$ cat src/schedulerPkg.sv
// ********************
// Scheduler package
// Lane counts, issue-to-wakeup latencies, pointer types and the wakeup
// pipeline entry shared by the wakeup pipeline register
// ********************

`default_nettype none

package schedulerPkg;

    // Lane counts in slot order of integer, complex, load and store
    localparam int IntIssueWidth = 2;
    localparam int ComplexIssueWidth = 1;
    localparam int LoadIssueWidth = 1;
    localparam int StoreIssueWidth = 1;
    localparam int MemIssueWidth = LoadIssueWidth + StoreIssueWidth;
    localparam int IssueWidth = IntIssueWidth + ComplexIssueWidth + MemIssueWidth;

    // Store lanes never wake up register consumers
    localparam int WakeupWidth = IntIssueWidth + ComplexIssueWidth + LoadIssueWidth;

    // Issue-to-wakeup latency per lane class
    localparam int IntLatency = 2;
    localparam int ComplexLatency = 3;
    localparam int MemLatency = 2;
    localparam int MaxLatency =
        (IntLatency > ComplexLatency) ?
            ((IntLatency > MemLatency) ? IntLatency : MemLatency) :
            ((ComplexLatency > MemLatency) ? ComplexLatency : MemLatency);

    localparam int IssueQueueEntries = 16;
    localparam int ActiveListEntries = 32;

    typedef logic [$clog2(IssueQueueEntries)-1:0] IqIndex;
    typedef logic [IssueQueueEntries-1:0] IqOneHot;
    typedef logic [$clog2(ActiveListEntries)-1:0] ActiveListIndex;
    typedef logic [$clog2(MaxLatency+1)-1:0] WindowCount;

    // One stage of a lane delay line
    typedef struct packed {
        logic valid;
        IqIndex ptr;
        IqOneHot vector;
        ActiveListIndex activeListPtr;
    } WakeupPipeEntry;

    // Head equal to tail means an empty range
    function automatic logic activeListPtrInRange(
        input ActiveListIndex ptr,
        input ActiveListIndex head,
        input ActiveListIndex tail
    );
        logic inRange;
        if (head < tail) begin
            inRange = (ptr >= head) && (ptr < tail);
        end else if (tail < head) begin
            // Range wraps around the end of the active list
            inRange = (ptr >= head) || (ptr < tail);
        end else begin
            inRange = 1'b0;
        end
        return inRange;
    endfunction

endpackage

`default_nettype wire

$ cat src/wakeupPipeLane.sv
// ********************
// Wakeup pipe lane
// Delay line of issued ops for one issue lane, with entry masking,
// full clear, stall hold and selective wakeup suppression at the head
// ********************

`timescale 1ns/10ps
`default_nettype none

module wakeupPipeLane #(
    parameter int Latency = 2
) (
    input  wire logic                        clk,
    input  wire logic                        rstN,
    input  wire logic                        stall,
    input  wire logic                        toRecoveryPhase,
    input  wire logic                        recoveryFromRwStage,
    input  wire logic                        selected,
    input  wire schedulerPkg::IqIndex         selectedPtr,
    input  wire schedulerPkg::IqOneHot        selectedVector,
    input  wire schedulerPkg::ActiveListIndex selectedActiveListPtr,
    input  wire schedulerPkg::IqOneHot        flushIqEntry,
    input  wire logic                        windowActive,
    input  wire schedulerPkg::ActiveListIndex flushHeadPtr,
    input  wire schedulerPkg::ActiveListIndex flushTailPtr,
    output logic                             wakeup,
    output schedulerPkg::IqIndex              wakeupPtr,
    output schedulerPkg::IqOneHot             wakeupVector,
    output logic                             releaseEntry,
    output schedulerPkg::IqIndex              releasePtr
);

    // Stage 0 is the head and new ops enter at the tail stage
    localparam int TailStage = Latency - 1;

    schedulerPkg::WakeupPipeEntry stage [Latency];
    schedulerPkg::WakeupPipeEntry nextEntry;
    logic fullRecovery;
    logic headFlushed;

    assign fullRecovery = toRecoveryPhase && !recoveryFromRwStage;

    // Drop the op if its own issue queue entry is being flushed
    always_comb begin
        nextEntry.valid = selected && !flushIqEntry[selectedPtr];
        nextEntry.ptr = selectedPtr;
        nextEntry.vector = selectedVector;
        nextEntry.activeListPtr = selectedActiveListPtr;
    end

    // Shift on advancing edges and drop every op on a full recovery
    always_ff @(posedge clk or negedge rstN) begin
        if (!rstN) begin
            for (int i = 0; i < Latency; i++) begin
                stage[i].valid <= 1'b0;
            end
        end else if (fullRecovery) begin
            // Clears even under stall
            for (int i = 0; i < Latency; i++) begin
                stage[i].valid <= 1'b0;
            end
        end else if (!stall) begin
            for (int i = 1; i < Latency; i++) begin
                stage[i-1] <= stage[i];
            end
            stage[TailStage] <= nextEntry;
        end
    end

    // Head op belongs to the flushed range of a recent selective recovery
    assign headFlushed = windowActive &&
        schedulerPkg::activeListPtrInRange(stage[0].activeListPtr, flushHeadPtr, flushTailPtr);

    assign wakeup = stage[0].valid && !headFlushed;
    assign wakeupPtr = stage[0].ptr;
    assign wakeupVector = stage[0].vector;

    // Flushed ops still free their entry and only lose the wakeup
    assign releaseEntry = stage[0].valid && !stall;
    assign releasePtr = stage[0].ptr;

endmodule

`default_nettype wire

$ cat src/flushWindowTracker.sv
// ********************
// Flush window tracker
// Holds the flushed active-list range and per-class countdowns that
// mark when flushed ops may still sit in the lanes
// ********************

`timescale 1ns/10ps
`default_nettype none

module flushWindowTracker (
    input  wire logic                        clk,
    input  wire logic                        rstN,
    input  wire logic                        stall,
    input  wire logic                        toRecoveryPhase,
    input  wire logic                        recoveryFromRwStage,
    input  wire schedulerPkg::ActiveListIndex flushRangeHeadPtr,
    input  wire schedulerPkg::ActiveListIndex flushRangeTailPtr,
    output logic                             intWindowActive,
    output logic                             complexWindowActive,
    output logic                             memWindowActive,
    output schedulerPkg::ActiveListIndex      flushHeadPtr,
    output schedulerPkg::ActiveListIndex      flushTailPtr,
    output logic                             flushedOpExist
);

    localparam int ClassCount = 3;
    localparam int IntClass = 0;
    localparam int ComplexClass = 1;
    localparam int MemClass = 2;

    // Each class must drain its whole lane depth
    localparam schedulerPkg::WindowCount LoadValue [ClassCount] = '{
        schedulerPkg::WindowCount'(schedulerPkg::IntLatency),
        schedulerPkg::WindowCount'(schedulerPkg::ComplexLatency),
        schedulerPkg::WindowCount'(schedulerPkg::MemLatency)
    };

    schedulerPkg::WindowCount windowCount [ClassCount];
    logic selectiveRecovery;

    assign selectiveRecovery = toRecoveryPhase && recoveryFromRwStage;

    always_ff @(posedge clk or negedge rstN) begin
        if (!rstN) begin
            for (int c = 0; c < ClassCount; c++) begin
                windowCount[c] <= '0;
            end
        end else if (selectiveRecovery) begin
            for (int c = 0; c < ClassCount; c++) begin
                windowCount[c] <= LoadValue[c];
            end
        end else if (!stall) begin
            // Count one lane stage per advance
            for (int c = 0; c < ClassCount; c++) begin
                if (windowCount[c] != '0) begin
                    windowCount[c] <= windowCount[c] - 1'b1;
                end
            end
        end
    end

    // Flushed range of the latest selective recovery
    always_ff @(posedge clk) begin
        if (selectiveRecovery) begin
            flushHeadPtr <= flushRangeHeadPtr;
            flushTailPtr <= flushRangeTailPtr;
        end
    end

    assign intWindowActive = windowCount[IntClass] != '0;
    assign complexWindowActive = windowCount[ComplexClass] != '0;
    assign memWindowActive = windowCount[MemClass] != '0;

    assign flushedOpExist = intWindowActive || complexWindowActive || memWindowActive;

endmodule

`default_nettype wire

$ cat src/wakeupPipelineRegister.sv
// ********************
// Wakeup pipeline register
// Tracks issued ops per lane and maps lane heads to the wakeup,
// store-wakeup and issue queue release slots
// ********************

`timescale 1ns/10ps
`default_nettype none

module wakeupPipelineRegister (
    input  wire logic                        clk,
    input  wire logic                        rstN,
    input  wire logic                        selected [schedulerPkg::IssueWidth],
    input  wire schedulerPkg::IqIndex         selectedPtr [schedulerPkg::IssueWidth],
    input  wire schedulerPkg::IqOneHot        selectedVector [schedulerPkg::IssueWidth],
    input  wire schedulerPkg::ActiveListIndex selectedActiveListPtr [schedulerPkg::IssueWidth],
    input  wire schedulerPkg::IqOneHot        flushIqEntry,
    input  wire logic                        stall,
    input  wire logic                        toRecoveryPhase,
    input  wire logic                        recoveryFromRwStage,
    input  wire schedulerPkg::ActiveListIndex flushRangeHeadPtr,
    input  wire schedulerPkg::ActiveListIndex flushRangeTailPtr,
    output logic                             wakeup [schedulerPkg::WakeupWidth],
    output schedulerPkg::IqIndex
        wakeupPtr [schedulerPkg::WakeupWidth + schedulerPkg::StoreIssueWidth],
    output schedulerPkg::IqOneHot
        wakeupVector [schedulerPkg::WakeupWidth + schedulerPkg::StoreIssueWidth],
    output logic                             releaseEntry [schedulerPkg::IssueWidth],
    output schedulerPkg::IqIndex              releasePtr [schedulerPkg::IssueWidth],
    output logic                             flushedOpExist
);

    // First lane index of each class
    localparam int ComplexBase = schedulerPkg::IntIssueWidth;
    localparam int LoadBase = ComplexBase + schedulerPkg::ComplexIssueWidth;
    localparam int StoreBase = LoadBase + schedulerPkg::LoadIssueWidth;

    logic intWindowActive;
    logic complexWindowActive;
    logic memWindowActive;
    schedulerPkg::ActiveListIndex flushHeadPtr;
    schedulerPkg::ActiveListIndex flushTailPtr;

    flushWindowTracker tracker (
        .clk                 (clk),
        .rstN                (rstN),
        .stall               (stall),
        .toRecoveryPhase     (toRecoveryPhase),
        .recoveryFromRwStage (recoveryFromRwStage),
        .flushRangeHeadPtr   (flushRangeHeadPtr),
        .flushRangeTailPtr   (flushRangeTailPtr),
        .intWindowActive     (intWindowActive),
        .complexWindowActive (complexWindowActive),
        .memWindowActive     (memWindowActive),
        .flushHeadPtr        (flushHeadPtr),
        .flushTailPtr        (flushTailPtr),
        .flushedOpExist      (flushedOpExist)
    );

    for (genvar i = 0; i < schedulerPkg::IntIssueWidth; i++) begin : gIntLane
        wakeupPipeLane #(.Latency(schedulerPkg::IntLatency)) lane (
            .clk(clk), .rstN(rstN), .stall(stall),
            .toRecoveryPhase(toRecoveryPhase), .recoveryFromRwStage(recoveryFromRwStage),
            .selected(selected[i]), .selectedPtr(selectedPtr[i]),
            .selectedVector(selectedVector[i]),
            .selectedActiveListPtr(selectedActiveListPtr[i]),
            .flushIqEntry(flushIqEntry), .windowActive(intWindowActive),
            .flushHeadPtr(flushHeadPtr), .flushTailPtr(flushTailPtr),
            .wakeup(wakeup[i]), .wakeupPtr(wakeupPtr[i]), .wakeupVector(wakeupVector[i]),
            .releaseEntry(releaseEntry[i]), .releasePtr(releasePtr[i])
        );
    end

    for (genvar i = ComplexBase; i < LoadBase; i++) begin : gComplexLane
        wakeupPipeLane #(.Latency(schedulerPkg::ComplexLatency)) lane (
            .clk(clk), .rstN(rstN), .stall(stall),
            .toRecoveryPhase(toRecoveryPhase), .recoveryFromRwStage(recoveryFromRwStage),
            .selected(selected[i]), .selectedPtr(selectedPtr[i]),
            .selectedVector(selectedVector[i]),
            .selectedActiveListPtr(selectedActiveListPtr[i]),
            .flushIqEntry(flushIqEntry), .windowActive(complexWindowActive),
            .flushHeadPtr(flushHeadPtr), .flushTailPtr(flushTailPtr),
            .wakeup(wakeup[i]), .wakeupPtr(wakeupPtr[i]), .wakeupVector(wakeupVector[i]),
            .releaseEntry(releaseEntry[i]), .releasePtr(releasePtr[i])
        );
    end

    for (genvar i = LoadBase; i < StoreBase; i++) begin : gLoadLane
        wakeupPipeLane #(.Latency(schedulerPkg::MemLatency)) lane (
            .clk(clk), .rstN(rstN), .stall(stall),
            .toRecoveryPhase(toRecoveryPhase), .recoveryFromRwStage(recoveryFromRwStage),
            .selected(selected[i]), .selectedPtr(selectedPtr[i]),
            .selectedVector(selectedVector[i]),
            .selectedActiveListPtr(selectedActiveListPtr[i]),
            .flushIqEntry(flushIqEntry), .windowActive(memWindowActive),
            .flushHeadPtr(flushHeadPtr), .flushTailPtr(flushTailPtr),
            .wakeup(wakeup[i]), .wakeupPtr(wakeupPtr[i]), .wakeupVector(wakeupVector[i]),
            .releaseEntry(releaseEntry[i]), .releasePtr(releasePtr[i])
        );
    end

    // Store heads only feed the store-wakeup slots past the register wakeups
    for (genvar i = 0; i < schedulerPkg::StoreIssueWidth; i++) begin : gStoreLane
        wakeupPipeLane #(.Latency(schedulerPkg::MemLatency)) lane (
            .clk(clk), .rstN(rstN), .stall(stall),
            .toRecoveryPhase(toRecoveryPhase), .recoveryFromRwStage(recoveryFromRwStage),
            .selected(selected[StoreBase+i]), .selectedPtr(selectedPtr[StoreBase+i]),
            .selectedVector(selectedVector[StoreBase+i]),
            .selectedActiveListPtr(selectedActiveListPtr[StoreBase+i]),
            .flushIqEntry(flushIqEntry), .windowActive(memWindowActive),
            .flushHeadPtr(flushHeadPtr), .flushTailPtr(flushTailPtr),
            .wakeup(),
            .wakeupPtr(wakeupPtr[schedulerPkg::WakeupWidth+i]),
            .wakeupVector(wakeupVector[schedulerPkg::WakeupWidth+i]),
            .releaseEntry(releaseEntry[StoreBase+i]), .releasePtr(releasePtr[StoreBase+i])
        );
    end

endmodule

`default_nettype wire

$ cat config.mk
export PLATFORM = sky130hd
export DESIGN_NAME = wakeupPipelineRegister
export DESIGN_NICKNAME = d
export VERILOG_FILES = /design/src/schedulerPkg.sv /design/src/wakeupPipeLane.sv /design/src/flushWindowTracker.sv /design/src/wakeupPipelineRegister.sv
export SDC_FILE = /design/constraint.sdc
export NUM_CORES = 1
export LEC_CHECK = 0
export BUFFER_PORTS_ARGS = -buffer_cell sky130_fd_sc_hd__buf_4
export CAP_MARGIN = 20
export CORE_MARGIN = 2
export CORE_UTILIZATION = 53
export DETAILED_ROUTE_END_ITERATION = 8
export GPL_ROUTABILITY_DRIVEN = 0
export GPL_TIMING_DRIVEN = 0
export PLACE_DENSITY = 0.8
export REMOVE_ABC_BUFFERS = 1
export SLEW_MARGIN = 0
export SYNTH_ARGS = -nofsm -noshare
export SYNTH_HDL_FRONTEND = slang
export SYNTH_SLANG_ARGS = --single-unit
$ cat constraint.sdc
create_clock -name clk -period 2.8 [get_ports clk]
set_input_delay 0.42 -clock clk [delete_from_list [all_inputs] [get_ports clk]]
set_output_delay 0.42 -clock clk [all_outputs]
set_load 0.01 [all_outputs]
== Word level (Yosys, flattened, before mapping) ==
Index checks and enable logic that the tools add are counted.
W data, S select, Z words.
Operators by class
  bitwise logic cells: 2
  mux-type cells: 39
  add/subtract/negate cells: 3
  reductions and logical operators: 51
  order comparisons: 15
  eq/ne operators: 2
Operators by type and width (number)
  $mux W52: 4
  $mux W78: 1
  $lt A5 B5 Y1: 6
  $lt A4 B5 Y1 const B: 5
  $logic_and A1 B1 Y1: 24
  $mux W1: 24
  $bmux W1 S4: 5
  $ge A5 B5 Y1: 4
  $mux W6: 2
  $reduce_bool A2 Y1: 6
  $logic_not A1 Y1: 11
  $logic_or A1 B1 Y1: 6
  $mux W2: 3
  $reduce_and A2 Y1: 3
  $sub A2 B1 Y2 const B: 3
  $ne A2 B1 Y1 const B: 2
  $reduce_and A3 Y1: 1
  $not A1 Y1: 2
Storage, ports and cells
  input port bits: 161
  output and inout port bits: 130
  register bits after elaboration: 302
  word-level logic and storage cells: 161

== Depth between registers and ports, before layout ==
  depth after elaboration: 7
  depth in mapped cells: 8
  gate-level depth less buffers: 7

== Hierarchy ==
A second synthesis with hierarchy kept.
Second synthesis, totals
  cell total of the unflattened synthesis: 776
  area total of the unflattened synthesis: 12712.2 sq um
By module, submodules not included
  wakeupPipeLane (gIntLane[1].lane ...): area each 2258.4 sq um, sequential area each 1551.5 sq um, instances 3, cells an instance 140
  wakeupPipeLane (gComplexLane[2].lane): area each 3051.7 sq um, sequential area each 2327.2 sq um, instances 1, cells an instance 169
  wakeupPipeLane (gIntLane[0].lane): area each 2255.9 sq um, sequential area each 1551.5 sq um, instances 1, cells an instance 140
  flushWindowTracker: area each 629.4 sq um, sequential area each 450.4 sq um, instances 1, cells an instance 47

== Least setup slack after synthesis ==
No wires, ideal clock.
  path type: input to register
  start: in toRecoveryPhase
  end: reg gComplexLane[2].lane.stage, in the netlist gComplexLane[2].lane.releasePtr[0] (enable)
  slack: -4.859 ns
  setup time: 0.659 ns
  data arrival time: 7.001 ns
  stages: 4
  path buffers: 1
  data required time: 2.141 ns
  cells stage by stage: nor2b_1 clkbuf_1 nor2_1 and2_1
Between the ends
  word-level cells in the longest chain between the ends: 3
Ends and longest elaborated chain
  from (decl): RTL line wakeupPipelineRegister.sv:19  | input wire logic toRecoveryPhase,
  $logic_and A1 B1 Y1: RTL line wakeupPipeLane.sv:41  | assign fullRecovery = toRecoveryPhase && !recoveryFromRwStage;
  $not A1 Y1 (no source line)
  $reduce_and A3 Y1 (no source line)
  to (signal, indexed assignment): RTL line wakeupPipeLane.sv:64  | stage[i-1] <= stage[i];
  to (signal, indexed assignment): RTL line wakeupPipeLane.sv:66  | stage[TailStage] <= nextEntry;
  to (decl): RTL line wakeupPipeLane.sv:36  | schedulerPkg::WakeupPipeEntry stage [Latency];
Every way passes these cells.
A chain may end at the register's enable or synchronous reset.

==> qor.yml <==
synth:
  synth_area_sq_um: 11600
  ys_seq_area_share_pct: 74.8
  synth_edf_count: 275
  synth_flop_cell: "edfxtp_1"
  synthCells: 640
  yosys_warnings: 0
  yosysUniqueCellTypes: 32
  synth_top_cell_area_share_pct: 71.2
  synth.area.top_cells: "edfxtp_1 (71%), buf_4 (8.3%), ha_1 (4.7%), dfrtp_1 (3.7%), mux4_1 (2.3%)"
  syn_area_per_cell_sq_um: 18.1
  synth_largest_area_cell: "edfxtp_1"
  ys_ff_latch: 292
  async_reset_ff_share_pct: 5.82
floorplan:
  rows: 54
  core-area_sq_um: 21700
  dieArea_sq_um: 23100
  start_util_pct: 53.5
  boundaryPins: 291
  die_h_um: 152
  die_w_um: 152
timing:
  final_hold_viol_count: 0
  setup_viol: 0
  report.final.slew_viol_count: 0
  clock.fmax_ghz: 0.364
  whs_ns: 0.0665
  timing.final.crit_share_pct: 98.2
  rsz0062_at_grt: "yes"
  skew_ns: 0.00939
  slew_headroom_pct: 39.9
  setup_slack_ns: 0.0505
  period_needed_ns: 2.75
  tightest_slew_ns: 0.902
run:
  drv_cap: 0
drt:
  vias_per_cell: 5.10
  dr.max_layer_used: "met4"
  wl_per_cell_um: 19.3
  dr_wl_met2_mm: 10.7
  route.met3.wl_mm: 2.60
  drt-initial-drc-count: 243
  wl_mm: 21.9
  drc: 0
  drt-pass1-iter-count: 4
  num_vias: 5791
  routedLengthMet1_mm: 8.20
  postRouteAntennaNets: 0
setup_path:
  rrSetupSlack_ns: 1.56
  timing.critical_path.buf_inv: 2
  cp-end-kind: "primary output"
  slowest_stage: "edfxtp_1"
  cpLargestDelayFamily: "compound AO/OA/AOI/OAI gates"
  cp.arrival_ns: 2.33
  critPathKind: "flop to primary output"
  cp_cell_sequence: "inv_2 -> ha_1 -> nand3_1 -> o21bai_1 -> a211o_4 -> o31ai_2 -> a31oi_1 -> buf_4"
  startpoint_type: "flop"
  worstPathMaxFanout: 8
  cp_data_required_time_ns: 2.38
  critPathMaxStageDelay_ns: 0.39
outcome:
  status: "complete, no violations"
clock_tree:
  clock_latency_ns: 0.52
  cts_max_level: 1
  clock_path_buffers: 3
  cts_made_buffers: 29
  clkTransAtPathRegs_ns: 0.06
  cts_sinks: 292
  root_buffer: "clkbuf_16"
  cts_tree: "done"
final_layout:
  num-fill-cells: 1446
  syn_to_final_growth_pct: 22.5
  final_cell_mix: "buf_4 (292), edfxtp_1 (275), ha_1 (43), clkbuf_16 (29), dfrtp_1 (17)"
  antennaDiodeCount: 0
  fin_nets: 1040
  seqCellArea_sq_um: 8680
  multi_input_area_sq_um: 1930
  layout_commonest_cell: "buf_4"
  drive_gt1_share_pct: 43.2
grt:
  grt_pass1_wl_mm: 33.2
  grt_pass1_vias: 6013
  grt_max_degree: 73
  grt_antenna_before_repair: 0
  grt_usage_pct: 18.5
  grt_overflow: 0
place:
  hpwl_mm: 15.6
  port_buffers: 285
  place_ws_ns: -0.232
pwr:
  powerDensity_nw_per_um2: 671
  power.leakage_nw: 5.60
  ir_drop_uv: 771
min_path:
  hold_class: "input pin to flop"
## per-layer routing
layer / track usage [%] / vias up
li1: - / 2712
met1: 22.3 / 2789
met2: 30.3 / 257
met3: 8.44 / 33
met4: 4.90 / 0
met5: 0 / -
## sequential cells by signal, summed over array words and instances (netlist names)
register and flops:
gLoadLane.lane.stage 32, gIntLane.lane.releasePtr 8, gStoreLane.lane.stage 22, gComplexLane.lane.stage 58
gStoreLane.lane.wakeupVector 16, gLoadLane.lane.wakeupVector 16, tracker.flushHeadPtr 5, gIntLane.lane.wakeupVector 32
tracker.windowCount 6, gComplexLane.lane.wakeupVector 16, tracker.flushTailPtr 5, gComplexLane.lane.releasePtr 4
gStoreLane.lane.releasePtr 4, gIntLane.lane.stage 64, gLoadLane.lane.releasePtr 4
## layout make-up
cell class / instances / area share [%]
clock buffers: 36 / 5.29
repair buffers: 297 / 16.1
inverters: 20 / 0.546
well taps: 280 / 2.46
flip-flops and latches: 292 / 61.1
multi-input cells: 195 / 13.6
clock inverters: 15 / 0.924
## logic make-up (layout without fill, tap and decap cells)
| logic type | after synthesis | in the layout | share of synthesized area, % |
|---|---|---|---|
| and+or+nand+nor | 53 | 53 | 2.24 |
| adders and majority gates | 44 | 44 | 4.74 |
| xor gates and xnor gates | 2 | 2 | 0.151 |
| buffers and inverters | 153 | 368 | 9.12 |
| AOI/OAI and AO/OA | 60 | 60 | 3.28 |
| muxes | 36 | 36 | 5.64 |
| DFF | 292 | 292 | 74.8 |
## synthesized netlist by cell type (7+ instances only)
library cell / n
a31oi_1: 7
edfxtp_1: 275
mux4_1: 10
o21ai_0: 16
ha_1: 44
nor2_1: 13
mux2i_1: 11
inv_1: 20
dfrtp_1: 17
a21oi_1: 13
mux4_2: 10
nor2b_1: 15
nand2_1: 12
buf_4: 129
## through the flow
step           area [sq um]  utilization (%)  power (mW)  instances  setup TNS [ns]
6_report              14200             65.6        9.54       1135               0
2_1_floorplan         10600                -        5.62        507        -1264.18
5_1_grt               14200             65.6        9.90       1135          -0.237
3_3_place_gp          13100             60.5        6.00       1072        -1867.19
3_5_place_dp          13200             60.8        6.00       1075          -32.15
4_1_cts               14100             65.1        9.62       1129               0
## timing repair
item | CTS | global route
cloned | 0 | 0
setup endpoints to repair | 4 | 4
hold buffers | 1 | 0
pin swaps | 8 | 12
buffers inserted | 2 | 6
endpoints found under the hold margin | 17 | 0
resized for setup | 7 | 17
## report_power, final
group,internal [mW],total (mW),switching [mW]
Combinational,0.411,0.817,0.406
Sequential,5.04,5.13,0.0864
Clock,2.08,3.60,1.52
Total,7.53,9.54,2.01
## final timing paths
kind                                                      from                                   end  cells after the start
worst max register to register          tracker.windowCount[4]                tracker.windowCount[5]                      3
worst min register to register  gComplexLane[2].lane.stage[38]  gComplexLane[2].lane.wakeupVector[7]                      0
worst min-delay path                         selectedVector[8]          gStoreLane[0].lane.stage[13]                      1
max in group asynchronous                                 rstN           gLoadLane[3].lane.stage[25]                      2
min in group asynchronous                                 rstN          gStoreLane[0].lane.stage[51]                      2
worst max-delay path                   tracker.flushHeadPtr[3]                             wakeup[1]                      8
Note: power is estimated with default switching activity, not from simulation.
